`config.mk`:
```
export PLATFORM = sky130hd
export DESIGN_NAME = cpu_dma_sm
export DESIGN_NICKNAME = d
export VERILOG_FILES = /design/src/rtl/cpu_dma_pkg.sv /design/src/rtl/dma_bus_ctl.sv /design/src/rtl/fifo_drain_seq.sv /design/src/rtl/fifo_fill_seq.sv /design/src/rtl/cpu_dma_sm.sv
export VERILOG_INCLUDE_DIRS = /design/src /design/src/rtl
export SDC_FILE = /design/constraint.sdc
export NUM_CORES = 1
export LEC_CHECK = 0
export BUFFER_PORTS_ARGS = -buffer_cell sky130_fd_sc_hd__buf_2
export CORE_MARGIN = 1
export CORE_UTILIZATION = 45
export DETAILED_ROUTE_END_ITERATION = 8
export PLACE_DENSITY = 0.71
export SETUP_SLACK_MARGIN = 0.2
export SLEW_MARGIN = 20
export SYNTH_ARGS = -nofsm -noshare
export SYNTH_HDL_FRONTEND = slang
export SYNTH_SLANG_ARGS = --single-unit
```
`constraint.sdc`:
```
create_clock -name CLK90 -period 2.2 [get_ports CLK90]
set_input_delay 0.33 -clock CLK90 [delete_from_list [all_inputs] [get_ports CLK90]]
set_output_delay 0.33 -clock CLK90 [all_outputs]
set_load 0.03 [all_outputs]
```
`src/rtl/cpu_dma_defs.svh`:
```
// Width definitions shared by the CPU-side DMA bus master and its sequencers
`ifndef CPU_DMA_DEFS_SVH
`define CPU_DMA_DEFS_SVH

`define CPU_DMA_CTL_STATE_W 3 // Bus controller state, five states used
`define CPU_DMA_SEQ_STATE_W 3 // Drain and fill sequencers, eight states each
`define CPU_DMA_TERM_W      2 // Termination class of one bus cycle
`define CPU_DMA_DSACK_W     2 // DSACK1 in bit 1, DSACK0 in bit 0

`endif

```
`src/rtl/cpu_dma_pkg.sv`:
```
// Types and termination decode shared by the CPU-side DMA bus master blocks
`include "cpu_dma_defs.svh"

package cpu_dma_pkg;

    typedef logic [`CPU_DMA_DSACK_W-1:0] dsack_t; // Active low, as seen on the bus

    typedef enum logic [`CPU_DMA_TERM_W-1:0] {
        term_none, // Cycle still running
        term_32,   // STERM or both DSACK lines
        term_16,   // DSACK1 only, 16-bit port
        term_bad   // 8-bit response, not supported
    } term_e;

    typedef enum logic [`CPU_DMA_CTL_STATE_W-1:0] {
        ctl_idle, ctl_drain_req, ctl_fill_req, ctl_own, ctl_letgo
    } ctl_state_e;

    typedef enum logic [`CPU_DMA_SEQ_STATE_W-1:0] {
        dr_idle, dr_start, dr_strobe, dr_wait,
        dr_word_start, dr_word_strobe, dr_word_wait, dr_check
    } drain_state_e;

    typedef enum logic [`CPU_DMA_SEQ_STATE_W-1:0] {
        fl_idle, fl_start, fl_strobe, fl_wait,
        fl_odd_start, fl_odd_hold, fl_odd_wait, fl_next
    } fill_state_e;

    // STERM wins over DSACK, and the DSACK pair only counts once dsack is valid
    function automatic term_e term_classify(input logic n_sterm, input logic dsack,
                                            input dsack_t n_dsack);
        term_e cls;
        if (!n_sterm) cls = term_32;               // Synchronous 32-bit termination
        else if (!dsack) cls = term_none;          // Nothing sampled yet
        else if (n_dsack == 2'b00) cls = term_32;  // Both DSACK lines low
        else if (n_dsack == 2'b01) cls = term_16;  // Only DSACK1 low
        else cls = term_bad;                       // Byte port or glitch
        return cls;
    endfunction

endpackage

```
`src/rtl/dma_bus_ctl.sv`:
```
// Bus controller that picks the DMA direction, owns the CPU bus and merges FIFO count requests
`timescale 1ns/1ps

module dma_bus_ctl (
    input  logic CLK90,
    input  logic nRESET,
    input  logic dma_ena,
    input  logic dma_dir,
    input  logic fifo_full,
    input  logic fifo_empty,
    input  logic n_dreq,
    input  logic n_bgrant,
    input  logic cycle_done,
    input  logic n_rififo,
    input  logic n_rdfifo,
    input  logic drain_start_ready,
    input  logic drain_done,
    input  logic drain_dec,
    input  logic fill_start_ready,
    input  logic fill_done,
    input  logic fill_inc,
    output logic breq,
    output logic bgack,
    output logic drain_start_valid,
    output logic fill_start_valid,
    output logic inc_fifo,
    output logic dec_fifo
);

    cpu_dma_pkg::ctl_state_e state;
    cpu_dma_pkg::ctl_state_e state_nxt;
    logic                    dir_drain;  // Direction latched for this bus tenure
    logic                    dispatched; // Sequencer has taken the start
    logic                    bus_won;
    logic                    seq_done;
    logic                    accept;

    assign bus_won  = !n_bgrant && cycle_done;             // Granted and previous owner is off
    assign seq_done = dir_drain ? drain_done : fill_done;  // Only the dispatched side counts
    assign drain_start_valid = (state == cpu_dma_pkg::ctl_own) && dir_drain && !dispatched;
    assign fill_start_valid  = (state == cpu_dma_pkg::ctl_own) && !dir_drain && !dispatched;
    assign accept = (drain_start_valid && drain_start_ready) ||
                    (fill_start_valid && fill_start_ready);

    // A sequencer request always beats the SCSI side for the same cycle
    assign inc_fifo = fill_inc || (!n_rififo && !drain_dec);
    assign dec_fifo = drain_dec || (!n_rdfifo && !fill_inc);

    always_comb begin
        state_nxt = state;
        breq      = 1'b0;
        bgack     = 1'b0;
        case (state)
            cpu_dma_pkg::ctl_idle: begin
                if (dma_ena && dma_dir && fifo_full) begin
                    state_nxt = cpu_dma_pkg::ctl_drain_req; // FIFO full, push it to memory
                end else if (dma_ena && !dma_dir && fifo_empty && !n_dreq) begin
                    state_nxt = cpu_dma_pkg::ctl_fill_req;  // SCSI side wants data
                end
            end
            cpu_dma_pkg::ctl_drain_req, cpu_dma_pkg::ctl_fill_req: begin
                breq  = 1'b1;
                bgack = bus_won; // Acknowledge in the same cycle the grant lands
                if (bus_won) state_nxt = cpu_dma_pkg::ctl_own;
            end
            cpu_dma_pkg::ctl_own: begin
                bgack = 1'b1;
                if (dispatched && seq_done) state_nxt = cpu_dma_pkg::ctl_letgo;
            end
            cpu_dma_pkg::ctl_letgo: begin
                bgack     = 1'b1; // One extra cycle so the last strobes release cleanly
                state_nxt = cpu_dma_pkg::ctl_idle;
            end
            default: state_nxt = cpu_dma_pkg::ctl_idle;
        endcase
    end

    always_ff @(posedge CLK90 or negedge nRESET) begin
        if (!nRESET) begin
            state      <= cpu_dma_pkg::ctl_idle;
            dir_drain  <= 1'b0;
            dispatched <= 1'b0;
        end else begin
            state <= state_nxt;
            if (state == cpu_dma_pkg::ctl_idle) dir_drain <= dma_dir; // Frozen once we leave idle
            if (accept) begin
                dispatched <= 1'b1;
            end else if (state == cpu_dma_pkg::ctl_letgo) begin
                dispatched <= 1'b0;
            end
        end
    end

    // Only one sequencer runs per tenure, so the count requests never collide
    a_one_counter_side: assert property (@(posedge CLK90) disable iff (!nRESET)
        !(drain_dec && fill_inc));

    // A start only goes out once both sequencers are back in idle
    a_start_seqs_idle: assert property (@(posedge CLK90) disable iff (!nRESET)
        (drain_start_valid || fill_start_valid) |-> drain_start_ready && fill_start_ready);

endmodule

```
`src/rtl/fifo_drain_seq.sv`:
```
// Drain sequencer running CPU write cycles from the FIFO, bridging the second word on 16-bit ports
`timescale 1ns/1ps

module fifo_drain_seq (
    input  logic                CLK90,
    input  logic                nRESET,
    input  logic                start_valid,
    input  logic                fifo_empty,
    input  logic                n_sterm,
    input  logic                dsack,
    input  cpu_dma_pkg::dsack_t n_dsack,
    output logic                start_ready,
    output logic                done,
    output logic                dec_req,
    output logic                pas,
    output logic                pds,
    output logic                size1,
    output logic                f2cpu_h,
    output logic                f2cpu_l,
    output logic                bridge_out
);

    cpu_dma_pkg::drain_state_e state;
    cpu_dma_pkg::drain_state_e state_nxt;
    cpu_dma_pkg::term_e        term;
    logic                      in_long; // Full longword cycle in flight
    logic                      in_word; // Second word going out over the bridge

    assign term    = cpu_dma_pkg::term_classify(n_sterm, dsack, n_dsack);
    assign in_long = state inside {cpu_dma_pkg::dr_start, cpu_dma_pkg::dr_strobe,
                                   cpu_dma_pkg::dr_wait};
    assign in_word = state inside {cpu_dma_pkg::dr_word_start, cpu_dma_pkg::dr_word_strobe,
                                   cpu_dma_pkg::dr_word_wait};
    assign start_ready = (state == cpu_dma_pkg::dr_idle);
    assign size1       = in_word; // Word-sized transfer for the bridged half
    assign bridge_out  = in_word; // Low FIFO half steered onto D16-D31

    always_comb begin
        state_nxt = state;
        done      = 1'b0;
        dec_req   = 1'b0;
        pas       = 1'b0;
        pds       = 1'b0;
        f2cpu_h   = in_long;
        f2cpu_l   = in_long || in_word;
        case (state)
            cpu_dma_pkg::dr_idle: begin
                if (start_valid) state_nxt = cpu_dma_pkg::dr_start;
            end
            cpu_dma_pkg::dr_start, cpu_dma_pkg::dr_word_start: begin
                pas       = 1'b1; // Address phase only
                state_nxt = in_word ? cpu_dma_pkg::dr_word_strobe : cpu_dma_pkg::dr_strobe;
            end
            cpu_dma_pkg::dr_strobe, cpu_dma_pkg::dr_word_strobe: begin
                if (term == cpu_dma_pkg::term_32) begin
                    dec_req   = 1'b1; // Zero wait state finish
                    state_nxt = cpu_dma_pkg::dr_check;
                end else begin
                    pas       = 1'b1;
                    pds       = 1'b1;
                    state_nxt = in_word ? cpu_dma_pkg::dr_word_wait : cpu_dma_pkg::dr_wait;
                end
            end
            cpu_dma_pkg::dr_wait, cpu_dma_pkg::dr_word_wait: begin
                if (term == cpu_dma_pkg::term_32 || (in_word && term == cpu_dma_pkg::term_16)) begin
                    dec_req   = 1'b1; // Longword fully written
                    state_nxt = cpu_dma_pkg::dr_check;
                end else if (term == cpu_dma_pkg::term_16) begin
                    state_nxt = cpu_dma_pkg::dr_word_start; // Upper word taken, low word still due
                end else begin
                    pas = 1'b1; // Hold strobes through wait states
                    pds = 1'b1;
                end
            end
            cpu_dma_pkg::dr_check: begin
                if (fifo_empty) begin
                    done      = 1'b1;
                    state_nxt = cpu_dma_pkg::dr_idle;
                end else begin
                    pas       = 1'b1; // Next address goes out right away
                    f2cpu_h   = 1'b1;
                    f2cpu_l   = 1'b1;
                    state_nxt = cpu_dma_pkg::dr_strobe;
                end
            end
            default: state_nxt = cpu_dma_pkg::dr_idle;
        endcase
    end

    always_ff @(posedge CLK90 or negedge nRESET) begin
        if (!nRESET) state <= cpu_dma_pkg::dr_idle;
        else state <= state_nxt;
    end

    // Byte ports are outside the supported set, so a wait must never see one
    a_no_byte_port: assert property (@(posedge CLK90) disable iff (!nRESET)
        (state inside {cpu_dma_pkg::dr_wait, cpu_dma_pkg::dr_word_wait})
        |-> term != cpu_dma_pkg::term_bad);

endmodule

```
`src/rtl/fifo_fill_seq.sv`:
```
// Fill sequencer running CPU read cycles into the FIFO, re-reading the odd word on 16-bit ports
`timescale 1ns/1ps

module fifo_fill_seq (
    input  logic                CLK90,
    input  logic                nRESET,
    input  logic                start_valid,
    input  logic                fifo_full,
    input  logic                n_sterm,
    input  logic                dsack,
    input  cpu_dma_pkg::dsack_t n_dsack,
    output logic                start_ready,
    output logic                done,
    output logic                inc_req,
    output logic                inc_ni,
    output logic                pas,
    output logic                pds,
    output logic                size1,
    output logic                plhw,
    output logic                pllw,
    output logic                die_h,
    output logic                die_l,
    output logic                bridge_in
);

    cpu_dma_pkg::fill_state_e state;
    cpu_dma_pkg::fill_state_e state_nxt;
    cpu_dma_pkg::term_e       term;
    logic                     in_odd; // Re-reading the odd word from a 16-bit port

    assign term   = cpu_dma_pkg::term_classify(n_sterm, dsack, n_dsack);
    assign in_odd = state inside {cpu_dma_pkg::fl_odd_start, cpu_dma_pkg::fl_odd_hold,
                                  cpu_dma_pkg::fl_odd_wait};
    assign start_ready = (state == cpu_dma_pkg::fl_idle);
    assign size1       = in_odd;
    assign bridge_in   = in_odd; // D16-D31 routed down to the low input half

    always_comb begin
        state_nxt = state;
        done      = 1'b0;
        inc_req   = 1'b0;
        inc_ni    = 1'b0;
        pas       = 1'b0;
        pds       = 1'b0;
        plhw      = 1'b0;
        pllw      = 1'b0;
        die_h     = in_odd; // High input stays enabled through the odd-word read
        die_l     = 1'b0;
        case (state)
            cpu_dma_pkg::fl_idle: begin
                if (start_valid) state_nxt = cpu_dma_pkg::fl_start;
            end
            cpu_dma_pkg::fl_start: begin
                {pas, pds, plhw, pllw, die_h, die_l} = '1;
                state_nxt = cpu_dma_pkg::fl_strobe;
            end
            cpu_dma_pkg::fl_strobe, cpu_dma_pkg::fl_wait: begin
                die_h = 1'b1;
                if (term == cpu_dma_pkg::term_32) begin
                    inc_req   = 1'b1; // Whole longword latched
                    die_l     = 1'b1;
                    state_nxt = cpu_dma_pkg::fl_next;
                end else if (state == cpu_dma_pkg::fl_wait && term == cpu_dma_pkg::term_16) begin
                    state_nxt = cpu_dma_pkg::fl_odd_start; // Only the high word arrived
                end else begin
                    {pas, pds, plhw, pllw, die_l} = '1; // Strobes held through wait states
                    state_nxt = cpu_dma_pkg::fl_wait;
                end
            end
            cpu_dma_pkg::fl_odd_start, cpu_dma_pkg::fl_odd_hold: begin
                {pas, pds, pllw} = '1;
                state_nxt = (state == cpu_dma_pkg::fl_odd_start) ? cpu_dma_pkg::fl_odd_hold
                                                                 : cpu_dma_pkg::fl_odd_wait;
            end
            cpu_dma_pkg::fl_odd_wait: begin
                if (term != cpu_dma_pkg::term_none) begin
                    inc_req   = 1'b1; // Second half latched, longword complete
                    state_nxt = cpu_dma_pkg::fl_next;
                end else begin
                    {pas, pds, pllw} = '1;
                end
            end
            cpu_dma_pkg::fl_next: begin
                inc_ni = 1'b1; // Advance the write pointer
                if (fifo_full) begin
                    done      = 1'b1;
                    state_nxt = cpu_dma_pkg::fl_idle;
                end else begin
                    {pas, pds, plhw, pllw, die_h, die_l} = '1;
                    state_nxt = cpu_dma_pkg::fl_strobe;
                end
            end
            default: state_nxt = cpu_dma_pkg::fl_idle;
        endcase
    end

    always_ff @(posedge CLK90 or negedge nRESET) begin
        if (!nRESET) state <= cpu_dma_pkg::fl_idle;
        else state <= state_nxt;
    end

    // A byte port answering a read would leave half a longword in the FIFO
    a_no_byte_port: assert property (@(posedge CLK90) disable iff (!nRESET)
        (state inside {cpu_dma_pkg::fl_wait, cpu_dma_pkg::fl_odd_wait})
        |-> term != cpu_dma_pkg::term_bad);

endmodule

```
`src/rtl/cpu_dma_sm.sv`:
```
// CPU-side DMA bus master built from the bus controller and the drain and fill sequencers
`timescale 1ns/1ps

module cpu_dma_sm (
    input  logic                CLK90,
    input  logic                nRESET,
    input  logic                dma_ena,
    input  logic                dma_dir,
    input  logic                fifo_full,
    input  logic                fifo_empty,
    input  logic                n_dreq,
    input  logic                n_bgrant,
    input  logic                cycle_done,
    input  logic                n_rififo,
    input  logic                n_rdfifo,
    input  logic                n_sterm,
    input  logic                dsack,
    input  cpu_dma_pkg::dsack_t n_dsack,
    output logic                breq,
    output logic                bgack,
    output logic                pas,
    output logic                pds,
    output logic                size1,
    output logic                f2cpu_h,
    output logic                f2cpu_l,
    output logic                bridge_out,
    output logic                plhw,
    output logic                pllw,
    output logic                die_h,
    output logic                die_l,
    output logic                bridge_in,
    output logic                inc_fifo,
    output logic                dec_fifo,
    output logic                inc_ni
);

    logic drain_start_valid, drain_start_ready, drain_done, drain_dec;
    logic fill_start_valid, fill_start_ready, fill_done, fill_inc;
    logic dr_pas, dr_pds, dr_size1; // Drain side bus strobes
    logic fl_pas, fl_pds, fl_size1; // Fill side bus strobes

    // Only one sequencer is ever out of idle, so a plain OR merges the strobes
    assign pas   = dr_pas | fl_pas;
    assign pds   = dr_pds | fl_pds;
    assign size1 = dr_size1 | fl_size1;

    dma_bus_ctl u_ctl (
        .CLK90, .nRESET, .dma_ena, .dma_dir, .fifo_full, .fifo_empty, .n_dreq,
        .n_bgrant, .cycle_done, .n_rififo, .n_rdfifo,
        .drain_start_ready, .drain_done, .drain_dec,
        .fill_start_ready, .fill_done, .fill_inc,
        .breq, .bgack, .drain_start_valid, .fill_start_valid, .inc_fifo, .dec_fifo
    );

    fifo_drain_seq u_drain (
        .CLK90, .nRESET, .start_valid(drain_start_valid), .fifo_empty,
        .n_sterm, .dsack, .n_dsack,
        .start_ready(drain_start_ready), .done(drain_done), .dec_req(drain_dec),
        .pas(dr_pas), .pds(dr_pds), .size1(dr_size1), .f2cpu_h, .f2cpu_l, .bridge_out
    );

    fifo_fill_seq u_fill (
        .CLK90, .nRESET, .start_valid(fill_start_valid), .fifo_full,
        .n_sterm, .dsack, .n_dsack,
        .start_ready(fill_start_ready), .done(fill_done), .inc_req(fill_inc), .inc_ni,
        .pas(fl_pas), .pds(fl_pds), .size1(fl_size1), .plhw, .pllw, .die_h, .die_l,
        .bridge_in
    );

endmodule

```
# == Word-level counts from Yosys, hierarchy flattened ==
# Index checks and enable logic that the tools add are counted.
# classes
bitwise,3
mux,59
n_reduce_logical,52
n_eq_ne,28
# ops
cell,count
2-to-1 mux 3 bit,14
"== test 3 bit, second input constant",9
2-to-1 mux 1 bit,27
"== test 3 x 2 -> 1 bit, second input constant",6
one-hot mux 3 bit (6 select lines),1
logical AND 1 bit,17
one-hot mux 3 bit (5 select lines),1
OR reduction 2 bit,7
2-to-1 mux 2 bit,6
one-hot mux 1 bit (2 select lines),5
"== test 3 x 1 -> 1 bit, second input constant",3
logical NOT 1 bit,9
logical NOT 3 bit,3
one-hot mux 3 bit (3 select lines),1
nonzero test 3 bit,3
"inequality test 2 bit, second input constant",4
one-hot mux 1 bit (4 select lines),2
"inequality test 3 x 1 -> 1 bit, second input constant",2
one-hot mux 1 bit (3 select lines),2
OR reduction 3 bit,2
logical OR 1 bit,5
"== test 2 x 1 -> 1 bit, second input constant",2
AND reduction 2 bit,2
nonzero test 2 bit,2
5 further kinds,7
# totals
reg_bits,11
input_bits,15
word_cells,147

# == Logic depth before layout (Yosys ltp) ==
# Gate-level depths: netlist of the first run.
# depth
depth_word,13
mapped_depth,9
mapped_depth_nobuf,9

# == Hierarchy ==
# Synthesis of the first run repeated with hierarchy kept, for this count alone.
# hier_totals
cells_unflattened,154
hier_area_um2,1248.7
# modules_own_cells
module,cells_each,area_each_um2,seq_area_each_um2,instances
fifo_drain_seq,61,501.7,75.1,1
fifo_fill_seq,52,370.4,75.1,1
dma_bus_ctl,38,357.8,125.1,1
cpu_dma_sm,3,18.8,0.0,1

# == Worst setup path after synthesis of the first run ==
# No wires, ideal clock.
# synth_path
path_type,input-to-output
from,input n_dsack[0]
to,output pas
stages,9
required_time_ns,1.870
arrival_ns,2.225
slack_ns,-0.355
n_path_buf,0
path_cell_list,inv_1 -> o21ai_0 -> and2_1 -> inv_1 -> ha_1 -> a21oi_1 -> nand2b_1 -> a31oi_1 -> o21bai_1
# synth_via
elab_chain_cells,11
elab_cells_between_ends,21
classes_between,3 x eq/ne; 12 x mux; 1 x bitwise; 5 x reduce/logical
# synth_lines
item,line,source
start: declaration,cpu_dma_sm.sv:18,"input cpu_dma_pkg::dsack_t n_dsack,"
== test 2 x 1 -> 1 bit,cpu_dma_pkg.sv:36,else if (n_dsack == 2'b01) cls = term_16;
2-to-1 mux 1 bit,cpu_dma_pkg.sv:36,
2-to-1 mux 2 bit *,cpu_dma_pkg.sv:35,else if (n_dsack == 2'b00) cls = term_32;
2-to-1 mux 2 bit *,cpu_dma_pkg.sv:34,else if (!dsack) cls = term_none;
2-to-1 mux 2 bit *,cpu_dma_pkg.sv:33,if (!n_sterm) cls = term_32;
== test 2 bit,fifo_fill_seq.sv:63,end else if (state == cpu_dma_pkg::fl_wait && term == cpu_dma_pkg::term_16) begin
logical AND 1 bit,fifo_fill_seq.sv:63,
2-to-1 mux 1 bit (2 in series),-,
one-hot mux 1 bit (4 select lines) *,-,
named net pllw,cpu_dma_sm.sv:28,"output logic pllw,"
OR 1 bit *,cpu_dma_sm.sv:43,assign pas = dr_pas | fl_pas;
end: declaration,cpu_dma_sm.sv:21,"output logic pas,"
# The timed path passes the listed nets; every way through them passes the cells marked *.

# == Worst setup path in the final report of the first run ==
# layout_path
from,input n_dsack[1]
to,output dec_fifo
# layout_via
elab_chain_cells,11
elab_cells_between_ends,19
classes_between,3 x eq/ne; 9 x mux; 7 x reduce/logical
# layout_lines
item,line,source
== test 2 x 1 -> 1 bit,cpu_dma_pkg.sv:36,
2-to-1 mux 1 bit,cpu_dma_pkg.sv:36,
2-to-1 mux 2 bit *,cpu_dma_pkg.sv:35,
2-to-1 mux 2 bit *,cpu_dma_pkg.sv:34,
2-to-1 mux 2 bit *,cpu_dma_pkg.sv:33,
"== test 2 bit, or another cell as far along",fifo_drain_seq.sv:65,if (term == cpu_dma_pkg::term_32 || (in_word && term == cpu_dma_pkg::term_16)) begin
"logical AND 1 bit, or another cell as far along",fifo_drain_seq.sv:65,
logical OR 1 bit / one-hot mux 1 bit (2 select lines) (equally long branches),"fifo_drain_seq.sv:65, fifo_fill_seq.sv:49",
2-to-1 mux 1 bit / logical NOT 1 bit (equally long branches),"fifo_drain_seq.sv:65, dma_bus_ctl.sv:47",
one-hot mux 1 bit (2 select lines) / logical AND 1 bit (equally long branches),"fifo_drain_seq.sv:46, dma_bus_ctl.sv:47",
logical OR 1 bit *,dma_bus_ctl.sv:47,assign dec_fifo = drain_dec || (!n_rdfifo && !fill_inc);
end: declaration,cpu_dma_sm.sv:33,"output logic dec_fifo,"
# Every way passes the cells marked *; elsewhere a longest branch is shown, timed or not.

==> results of run 1 <==
## critical path, cell delays in order
cell and delay [ps]:
buf_6 90, o21ai_2 130, and2_4 190, inv_4 50
ha_4 160, mux2i_2 200, a2bb2oi_2 180, o21ai_2 90
a21o_1 170, buf_6 140
## path summary, 6_finish.rpt
kind / startpoint / endpoint / slack, ps / cells after the start
worst max-delay path: n_dsack[1] / dec_fifo / 140 / 10
worst min-delay path: dma_dir / u_ctl.dir_drain / 350 / 2
worst max register to register: u_ctl.state[1] / u_ctl.state[1] / 540 / 4
worst min register to register: u_ctl.dispatched / u_ctl.dispatched / 600 / 2
max in group asynchronous: nRESET / u_fill.state[2] / 1530 / 2
min in group asynchronous: nRESET / u_ctl.state[1] / 440 / 2
## state kept, by name (all words and copies together), names as in the netlist
signal,flops
u_drain.state,3
u_ctl.dispatched,1
u_fill.state,3
u_ctl.state,3
u_ctl.dir_drain,1
## power groups by stage
| stage | Combinational (W) | Clock [W] | Sequential (W) |
|---|---|---|---|
| global placement | 0.00149 | 0 | 0.000547 |
| CTS | 0.00177 | 0.000144 | 0.000529 |
| global route | 0.00201 | 0.000155 | 0.000567 |
| detailed placement | 0.00152 | 0 | 0.000551 |
| finish | 0.00187 | 0.000142 | 0.000540 |
| floorplan | 0.00129 | 0 | 0.000407 |
## cell families (layout without fill, tap and decap cells)
kind of cell             after synthesis  in the layout  share of synthesized area
multiplexers                           3              3                     0.0320
AND/OR/NAND/NOR                       52             52                      0.249
adder cells (fa/ha/maj)                4              4                     0.0468
XOR/XNOR                               2              2                     0.0172
buffers and inverters                 20             62                     0.0751
flip-flops                            11             11                      0.271
AO/OA/AOI/OAI                         47             47                      0.309
## layer usage
| metal | up-vias | wire, um | GRT usage |
|---|---|---|---|
| met3 | 4 | 203 | 0.0494 |
| met1 | 553 | 1310 | 0.338 |
| li1 | 576 | - | - |
| met5 | - | 0 | 0 |
| met2 | 61 | 1510 | 0.452 |
| met4 | 0 | 44 | 0.0905 |
## area by class of cell
type / instances / area (um^2) / area share
sequential: 11 / 282 / 0.190
tap: 27 / 33.8 / 0.0228
multi-input combinational: 108 / 754 / 0.509
clock buffer: 4 / 26.3 / 0.0177
timing repair buffer: 45 / 334 / 0.226
inverter: 13 / 51.3 / 0.0346
## Yosys cell counts (3+ instances only)
library cell	n
o21ai_0	15
nand2_1	15
dfrtp_1	11
o211ai_1	3
o21bai_1	3
nor2_1	14
clkbuf_1	6
nand2b_1	5
nand3_1	3
a31oi_1	3
nor3_1	3
inv_1	12
nor2b_1	3
ha_1	3
a21oi_1	7
## stage by stage
step                instance area [um^2]  cells  power [W]
floorplan                           1050    139    0.00170
global placement                    1230    193    0.00204
detailed placement                  1230    193    0.00207
CTS                                 1440    207    0.00244
global route                        1480    208    0.00274
finish                              1480    208    0.00255
## timing repair
item,in CTS,in global routing
endpoints found under the setup margin,5,6
setup buffers,9,1
pin swaps,6,8
hold buffers,1,0
resized for setup,25,12
endpoints found under the hold margin,11,0
==> results, run 1 <==
- The path class of the tightest hold or removal check is primary input to flip-flop.
- The highest clock rate is 0.486 GHz.
- The part of the cycle the worst path needs is 0.936.
- The total count of hold-check failures in the final report is 0.
- The root buffer cell is clkbuf_4.
- The element type at the critical path start is a primary input.
- In this run the power density over the cells is 1720 nW/um^2.
- Counting flops and latches in the post-synthesis netlist gives 11.
- The final weighted congestion in routability-driven placement is 0.928.
- The clock tree from TritonCTS is done.
- Setup repair after global routing could not meet its margin everywhere.
- Clock tree synthesis inserted a total of 3 buffers.
- The sequential share of the synthesized area is 0.271.
- Once layout is complete, the utilization of the core stands at 0.725.
- The number of DRC markers in iteration 0 is 46.
- The share of post-route cells with drive strength above 1 is 0.403.
- The number of placed I/O pins is 31.
- In this run the deepest clock path goes through 2 buffers.
- The detailed-route wire length per cell is 14.8 um.
- By area the synthesized netlist is led by dfrtp_1 (27%), o21ai_0 (7.4%), nand2_1 (5.5%), nor2_1 (5.2%), inv_1 (4.4%).
- The flow ran to the end, and the final reports show no timing, DRC or antenna violations.
- After filler insertion, the fill cell instance count of the layout stands at 157.
- The via count of the first global-routing pass came to 1,110.
- The number of vias in the routed layout is 1,194.
- From synthesis to final layout, the design area changed by 45.8%.
- The required time of the worst setup path is 1870 ps.
- The critical path endpoint category is an output pin.
- The initial utilization of the core area, before any placement, comes to 0.498.
- In this run the number of H-tree levels came out at 1.
- The async set or reset register ratio after synthesis is 1.00.
- dfrtp_1 takes more of the synthesized area than any other cell.
- The netlist area before placement is 1020 um^2.
- Summed over all nets, the switching power comes to 0.00138 W.
- The die outline width is 49.5 um.
- The worst relative slew slack is 0.663.
- The kind of critical path is primary input to output pin.
- CTS saw 11 sinks.
- Of the total power, the share spent switching nets is 0.541.
- Hold timing on the final database bottoms out at a slack of 353 ps.
- The internal power of the cells totals 0.00117 W.
- The clock share of power is 0.056.
- The setup total negative slack is 0 ps.
- The count of input and output buffers is 30.
- The instance count of the mapped netlist is 139.
- During synthesis, Yosys emitted a total of 0 warnings.
- In the global route stage, overall resource usage came out at 0.266.
- In this run, distinct cell masters in the synthesized netlist total 44.
- In the synthesized netlist the dominant register cell turns out to be dfrtp_1.
- The leakage power summed over all cells is 0.685 nW.
- The clock latency on the worst-skew pair is 280 ps.
- The clock period could shrink to 2060 ps.
- The detail-routed via count per cell is 5.74.
- The worst clock skew is 12.9 ps.
- The tool flagged a number of max-cap violations equal to 0.
- The mean post-synth cell area is 7.31 um^2.
- The number of pins exceeding their max-slew limit in the final report is 0.
- For the pin with the worst max-slew slack, the measured transition is 501 ps.
- In the routed design, unresolved DRC markers number 0.
- Before antenna repair, the detailed router went through 5 iterations.
- In the final design database the tool counted 200 nets.
- The total wire length is 3070 um.
- The die covers 2450 um^2.
- The clock edge transition at the registers on the reported setup and hold paths is 60 ps.
- The critical path data arrival time is 1730 ps.
- The library cell used most frequently in the layout, excluding fill and tap cells, is buf_2.
- Synthesis produced a netlist with a net count of 157.
- Yosys mapped a number of flops with a built-in enable equal to 0.
- The maximum number of pins on one net before global-route repair is 15.
- The total number of placement rows is 16.
- Setup violations remaining at the end of the flow were counted as 0.
- The first global-routing pass estimated 5000 um of wire.
- Detailed placement ended at an HPWL of 1990 um.
- The peak ir drop on the vdd network is 962 uV.
- Setup slack closes at 140 ps.
- The antenna cell count is 0.
- The number of antenna violations at the first check in global routing is 0.
- The count of nets left with antenna violations once routing finished came out at 0.
- The worst slack at placement is -12.8 ps.
- The area fraction of the dominant cell type after synthesis is 0.271.
- The top fanout value on the critical path is 2.
- The fraction of power consumed by combinational cells is 0.733.
- The sequential share of power is 0.212.
- The library cells used most frequently in the layout, excluding fill and tap cells, are buf_2 (21), nand2_1 (15), nor2_1 (14).
- The y dimension of the die is 49.5 um.
- The total overflow left after global routing is 0.
- The floorplan step defined a core boundary enclosing 2040 um^2.
Power figures use the tool's default switching activity.
==> run 2, diff against run 1 <==
--- a/config.mk
+++ b/config.mk
@@ -11,6 +11,7 @@
 export CORE_UTILIZATION = 45
 export DETAILED_ROUTE_END_ITERATION = 8
 export PLACE_DENSITY = 0.71
+export REMOVE_ABC_BUFFERS = 1
 export SETUP_SLACK_MARGIN = 0.2
 export SLEW_MARGIN = 20
 export SYNTH_ARGS = -nofsm -noshare
==> results, run 2 (same netlist as run 1, synthesis figures left out) <==
- The detail-routed via count per cell is 5.60 (-2.5%).
- Leaving out fill and tap cells, the most frequent cell in the layout is buf_2.
- The via count of the first global-routing pass is 1,066 (-4.0%).
- The worst setup path is of the primary input to output pin kind.
- Leaving out fill and tap cells, the most frequent cells in the layout are buf_2 (23), nand2_1 (15), nor2_1 (14).
- The placed wire-length estimate came to 2030 um (+1.9%).
- The run finished with clean final reports.
- The maximum number of pins on one net before global-route repair is 15 (unchanged).
- The clock period minus final worst setup slack is 2050 ps (-12.5 ps).
- The final weighted congestion in routability-driven placement is 0.896 (-3.4%).
- The number of setup violations in the final report is 0 (unchanged).
- The core footprint was 2040 um^2 (unchanged).
- The total CTS buffers is 3 (unchanged).
- The top fanout value on the critical path is 3 (+1).
- The total number of clock tree sinks was 11 (unchanged).
- The number of nets in the layout came to 196 (-2.0%).
- The count of non-filler cells in the finished layout is 204 (-1.9%).
- The count of input and output buffers is 30 (unchanged).
- The part of the cycle the worst path needs was 0.930 (-0.00568).
- The die footprint came to 2450 um^2 (unchanged).
- The number of pins exceeding their max-slew limit in the final report is 0 (unchanged).
- The total chip power is 0.00233 W (-8.5%).
- The utilization after layout is 0.673 (-0.0521).
- The worst setup path is captured at an output pin.
- The largest registers in the layout are u_ctl.state: 3 flops, u_drain.state: 3 flops, u_fill.state: 3 flops.
- The highest clock rate is 0.489 GHz (+0.61%).
- The total number of placement rows is 16 (unchanged).
- The worst reg-to-reg setup slack is 640 ps (+100 ps).
- The worst slack at placement is -19.1 ps (-6.31 ps).
- The y dimension of the die came to 49.5 um (unchanged).
- The total count of hold-check failures in the final report came to 0 (unchanged).
- The number of vias in the routed layout was 1,142 (-4.4%).
- The maximum buffer depth of the clock tree is 2 (unchanged).
- The total wire length is 2830 um (-7.9%).
- The clock latency on the worst-skew pair came to 280 ps (about the same).
- The element type at the critical path start is a primary input.
- The effective utilization at floorplan is 0.498 (unchanged).
- The detailed-route wire length per cell was 13.8 um (-6.1%).
- The slowest stage of the critical path is the a221o_1 cell.
- The worst setup slack after layout was 153 ps (+12.5 ps).
- The worst hold path belongs to the class primary input to flip-flop.
- The required time of the worst setup path came to 1870 ps (about the same).
- The die outline width was 49.5 um (unchanged).
- TritonCTS built the clock tree.
- The critical path data arrival time is 1720 ps (about the same).
- The length of the first detailed-routing pass in iterations is 4 (-1).
- The worst relative slew slack is 0.683 (+0.0200).
- The number of antenna violations at the first check in global routing is 0 (unchanged).
- The number of DRC violations after detailed routing is 0 (unchanged).
- Walking the worst path, the cells encountered are buf_6, o211ai_1, buf_4, ha_4, inv_1, a22o_1, a221o_1, buf_6.
- The remaining global-route overflow came to 0 (unchanged).
- The global routing usage summed across all routing layers is 0.261 (-0.00589).
- The transition time at the pin with the least slew margin came to 472 ps (-29.3 ps).
- CTS placed an instance of clkbuf_4 at the clock tree root.
- The power density relative to cell area was 1700 nW/um^2 (-1.5%).
- The worst clock skew is 3.26 ps (-9.63 ps).
- The peak ir drop on the vdd network is 917 uV (-4.7%).
- The post-placement cell count is 195 (+1.0%).
- The H-tree level count is 1 (unchanged).
- Broken down by cell family, the worst path's largest delay share belongs to compound AO/OA/AOI/OAI gates.
- The clock edge transition at the registers on the reported setup and hold paths is 70 ps (about the same).
- The leakage power summed over all cells is 0.652 nW (-4.7%).
- The filler cell count was 186 (+18%).
- The most used cell along the critical path is buf_6.
- The number of buffers and inverters on the critical path is 4 (+1).
- The number of max-capacitance violations reported is 0 (unchanged).
- The number of nets still failing antenna checks after routing is 0 (unchanged).
- The post-synthesis to final-layout area growth is 35.3%.
- The antenna cell count is 0 (unchanged).
- The number of placed I/O pins is 31 (unchanged).
- Setup repair after global routing could not meet its margin everywhere.
- The global-route wire length before repair is 4860 um (-2.9%).
- The stage delay of the slowest cell on the critical path is 320 ps (+120 ps).
- The number of DRC markers in iteration 0 came to 26 (-43%).
- The share of post-route cells with drive strength above 1 is 0.345 (-0.0587).
[run 2: cell count changes in the layout (fill, tap and decap cells not counted), sizes merged]
cell and change:
buf -4, clkbuf -1, clkinv +1
[run 2: path summary, 6_finish.rpt]
check / end / cells past startpoint / startpoint
worst max register to register: u_ctl.state[1] / 4 / u_ctl.state[1]
worst min-delay path: u_ctl.dir_drain / 2 / dma_dir
min in group asynchronous: u_drain.state[2] / 2 / nRESET
worst min register to register: u_ctl.dispatched / 1 / u_ctl.state[2]
max in group asynchronous: u_fill.state[0] / 2 / nRESET
worst max-delay path: pds / 8 / n_dsack[0]
[run 2: where the power goes]
| group | internal [W] | switching, W |
|---|---|---|
| Combinational | 0.000665 | 0.000954 |
| Clock | 0.0000675 | 0.0000752 |
| Sequential | 0.000315 | 0.000257 |
| Total | 0.00105 | 0.00129 |
[run 2: final cells by class]
class | count | area (um^2) | area share
Clock buffer | 3 | 22.5 | 0.0164
Clock inverter | 1 | 5.00 | 0.00364
Inverter | 13 | 48.8 | 0.0355
Multi-Input combinational cell | 108 | 716 | 0.520
Sequential cell | 11 | 282 | 0.205
Tap cell | 27 | 33.8 | 0.0246
Timing Repair Buffer | 41 | 268 | 0.195
[run 2: through the flow]
| stage | TNS, ps | hold WS, ps | instance area, um^2 |
|---|---|---|---|
| 3_3_place_gp | 0 | 209 | 1220 |
| 4_1_cts | 0 | 347 | 1340 |
| 3_5_place_dp | -19.6 | 213 | 1220 |
| 2_1_floorplan | -773 | 34.4 | 988 |
| 6_report | 0 | 351 | 1380 |
| 5_1_grt | 0 | 357 | 1380 |
[run 2: worst register-to-register path: stages, from the launching register on]
cell       delay [ps]
dfrtp_1           500
or2_1             320
a221oi_1          270
a2111oi_2          80
a311o_1           270
[run 2: metal layers]
| metal | part of all wire | up-vias | global-route usage |
|---|---|---|---|
| met2 | 0.48 | 38 | 0.409 |
| met5 | 0 | - | 0 |
| met4 | 0.015 | 0 | 0.0905 |
| met1 | 0.45 | 527 | 0.349 |
| met3 | 0.059 | 8 | 0.0617 |
| li1 | - | 569 | - |
[run 2: what timing repair did]
| action | in CTS | in global routing |
|---|---|---|
| buffers inserted | 4 | 0 |
| setup endpoints to repair | 6 | 8 |
| pin swaps | 6 | 6 |
| hold endpoints to repair | 11 | 0 |
| resized for setup | 20 | 9 |
| hold buffers | 1 | 0 |
==> run 3, diff against run 2 <==
--- a/config.mk
+++ b/config.mk
@@ -9,10 +9,11 @@
 export BUFFER_PORTS_ARGS = -buffer_cell sky130_fd_sc_hd__buf_2
 export CORE_MARGIN = 1
 export CORE_UTILIZATION = 45
+export CTS_BUF_LIST = sky130_fd_sc_hd__clkbuf_16
 export DETAILED_ROUTE_END_ITERATION = 8
 export PLACE_DENSITY = 0.71
 export REMOVE_ABC_BUFFERS = 1
-export SETUP_SLACK_MARGIN = 0.2
+export SKIP_CTS_REPAIR_TIMING = 1
 export SLEW_MARGIN = 20
 export SYNTH_ARGS = -nofsm -noshare
 export SYNTH_HDL_FRONTEND = slang
==> results, run 3 (same netlist as run 1, synthesis figures left out) <==
- The maximum buffer depth of the clock tree came to 2 (unchanged).
- The global-route wire length before repair is 4600 um (-5.3%).
- The number of max-capacitance violations reported came to 0 (unchanged).
- Compared with the post-synthesis result, the final layout area differs by 31.3%.
- The clock latency on the worst-skew pair was 240 ps (-40 ps).
- The largest registers in the layout are u_ctl.state: 3 flops, u_drain.state: 3 flops, u_fill.state: 3 flops.
- The core footprint was 2040 um^2 (unchanged).
- The root buffer cell is clkbuf_16.
- The highest clock rate is 0.482 GHz (-1.3%).
- The part of the cycle the worst path needs is 0.942 (+0.0119).
- The critical register-to-register path endpoint is u_ctl.state[1].
- The endpoint with the worst hold slack is u_ctl.dir_drain.
- The number of cell instances on the worst register-to-register path is 4 (unchanged).
- The detailed-route wire length per cell came to 13.6 um (-1.6%).
- The total number of placement rows is 16 (unchanged).
- The flow ran to the end, and the final reports show no timing, DRC or antenna violations.
- The number of DRC markers in iteration 0 was 39 (+50%).
- The switching power as a share of total power was 0.533 (-0.0182).
- The placed wire-length estimate came to 2030 um (unchanged).
- The number of setup violations in the final report was 0 (unchanged).
- The sequential share of power is 0.245 (about the same).
- The via count of the first global-routing pass came to 1,002 (-6.0%).
- The clock tree from TritonCTS is done.
- Leaving out fill and tap cells, the most frequent cell in the layout is buf_2.
- The effective utilization at floorplan is 0.498 (unchanged).
- The share of post-route cells with drive strength above 1 was 0.289 (-0.0556).
- The die footprint is 2450 um^2 (unchanged).
- The final weighted congestion in routability-driven placement is 0.896 (unchanged).
- The number of pins exceeding their max-slew limit in the final report is 0 (unchanged).
- The net switching power of the design is 0.00127 W (-1.3%).
- The number of nets still failing antenna checks after routing is 0 (unchanged).
- The total count of hold-check failures in the final report came to 0 (unchanged).
- The worst slack at placement is -19.1 ps (unchanged).
- The number of placed I/O pins came to 31 (unchanged).
- The number of DRC violations after detailed routing came to 0 (unchanged).
- The antenna cell count is 0 (unchanged).
- The peak ir drop on the vdd network is 960 uV (+4.7%).
- The count of non-filler cells in the finished layout was 200 (-2.0%).
- The remaining global-route overflow is 0 (unchanged).
- The y dimension of the die is 49.5 um (unchanged).
- The length of the first detailed-routing pass in iterations is 4 (unchanged).
- The leakage power summed over all cells was 0.649 nW (-0.60%).
- The worst relative slew slack came to 0.634 (-0.0491).
- The worst setup slack after layout is 127 ps (-26.1 ps).
- The worst reg-to-reg setup slack is 520 ps (-120 ps).
- The maximum number of pins on one net before global-route repair is 15 (unchanged).
- The transition time at the pin with the least slew margin came to 545 ps (+73.1 ps).
- The critical path data arrival time was 1740 ps (+20 ps).
- The worst clock skew came to 2.57 ps (-0.687 ps).
- The critical path is of the primary input to output pin type.
- The number of vias in the routed layout is 1,113 (-2.5%).
- The class of the worst hold path is primary input to flip-flop.
- STA classifies the critical path endpoint as an output pin.
- The top fanout value on the critical path is 3 (unchanged).
- The number of cells on the worst hold path is 2 (unchanged).
- The fraction of power consumed by combinational cells is 0.616 (-0.078).
- The count of input and output buffers is 30 (unchanged).
- Leaving out fill and tap cells, the most frequent cells in the layout are buf_2 (28), nand2_1 (15), nor2_1 (14).
- The detail-routed via count per cell is 5.57 (-0.59%).
- The required time of the worst setup path is 1870 ps (about the same).
- The power density relative to cell area is 1790 nW/um^2 (+5.3%).
- The clock period minus final worst setup slack is 2070 ps (+26.1 ps).
- The H-tree level count is 1 (unchanged).
- In this run the most critical hold path is launched from dma_dir.
- The total number of clock tree sinks was 11 (unchanged).
- The total wire length is 2730 um (-3.5%).
- The number of nets in the layout came to 192 (-2.0%).
- The total CTS buffers came to 3 (unchanged).
- The clock share of power is 0.139 (+0.078).
- The global routing usage summed across all routing layers was 0.245 (-0.0156).
- The clock edge transition at the registers on the reported setup and hold paths is 40 ps (-30 ps).
- The die outline width was 49.5 um (unchanged).
- STA classifies the critical path startpoint as a primary input.
- The total internal power is 0.00111 W (+6.2%).
- In this run the critical register-to-register path is launched from u_fill.state[1].
- The post-placement cell count is 195 (unchanged).
- The number of antenna violations at the first check in global routing was 0 (unchanged).
-- run 3: worst max-delay path by stage --
stage | from | end | slack, ps | depth (start not counted)
after CTS | n_dsack[0] | pas | -30 | 11
after floorplan | n_dsack[0] | pas | -350 | 9
after detailed placement | n_dsack[0] | pas | -20 | 11
after global routing | n_dsack[0] | dec_fifo | -30 | 11
after global placement | n_dsack[0] | pas | 90 | 11
final | n_dsack[1] | pds | 130 | 8
-- run 3: layout make-up --
cell class,instances,area [um^2]
Clock buffer,3,75.1
Clock inverter,1,5.00
Fill cell,200,708
Inverter,13,48.8
Multi-Input combinational cell,108,686
Sequential cell,11,275
Tap cell,27,33.8
Timing Repair Buffer,37,210
-- run 3: metrics by stage --
stage | utilization | hold WS, ps | area [um^2] | setup TNS, ps | total power (W)
after floorplan | - | 34.4 | 988 | -773 | 0.00160
after detailed placement | 0.596 | 213 | 1220 | -19.6 | 0.00200
after global placement | 0.596 | 209 | 1220 | 0 | 0.00196
after CTS | 0.635 | -37.4 | 1300 | -37.7 | 0.00235
after global routing | 0.653 | 406 | 1330 | -33.1 | 0.00257
final | 0.653 | 394 | 1330 | 0 | 0.00238
-- run 3: worst max-delay path, stage by stage --
cell and delay, ps:
buf_2 110, o211ai_1 210, buf_4 160, ha_2 190
inv_1 80, a22o_1 200, a221o_1 280, buf_2 180
-- run 3: power groups by stage --
| stage | Clock [W] | Combinational (W) | Sequential (W) |
|---|---|---|---|
| 2_1_floorplan | 0 | 0.00110 | 0.000504 |
| 3_3_place_gp | 0 | 0.00140 | 0.000565 |
| 3_5_place_dp | 0 | 0.00142 | 0.000579 |
| 4_1_cts | 0.000339 | 0.00143 | 0.000575 |
| 5_1_grt | 0.000352 | 0.00160 | 0.000618 |
| 6_report | 0.000331 | 0.00147 | 0.000583 |
-- run 3: layer usage --
layer  GRT usage  wire, um  share of wire  vias to the layer above
met2       0.379      1320           0.48                       36
met3      0.0525       124          0.046                        4
met5           0         0              0                        -
li1            -         -              -                      561
met4      0.0762        28          0.010                        0
met1       0.339      1250           0.46                      512
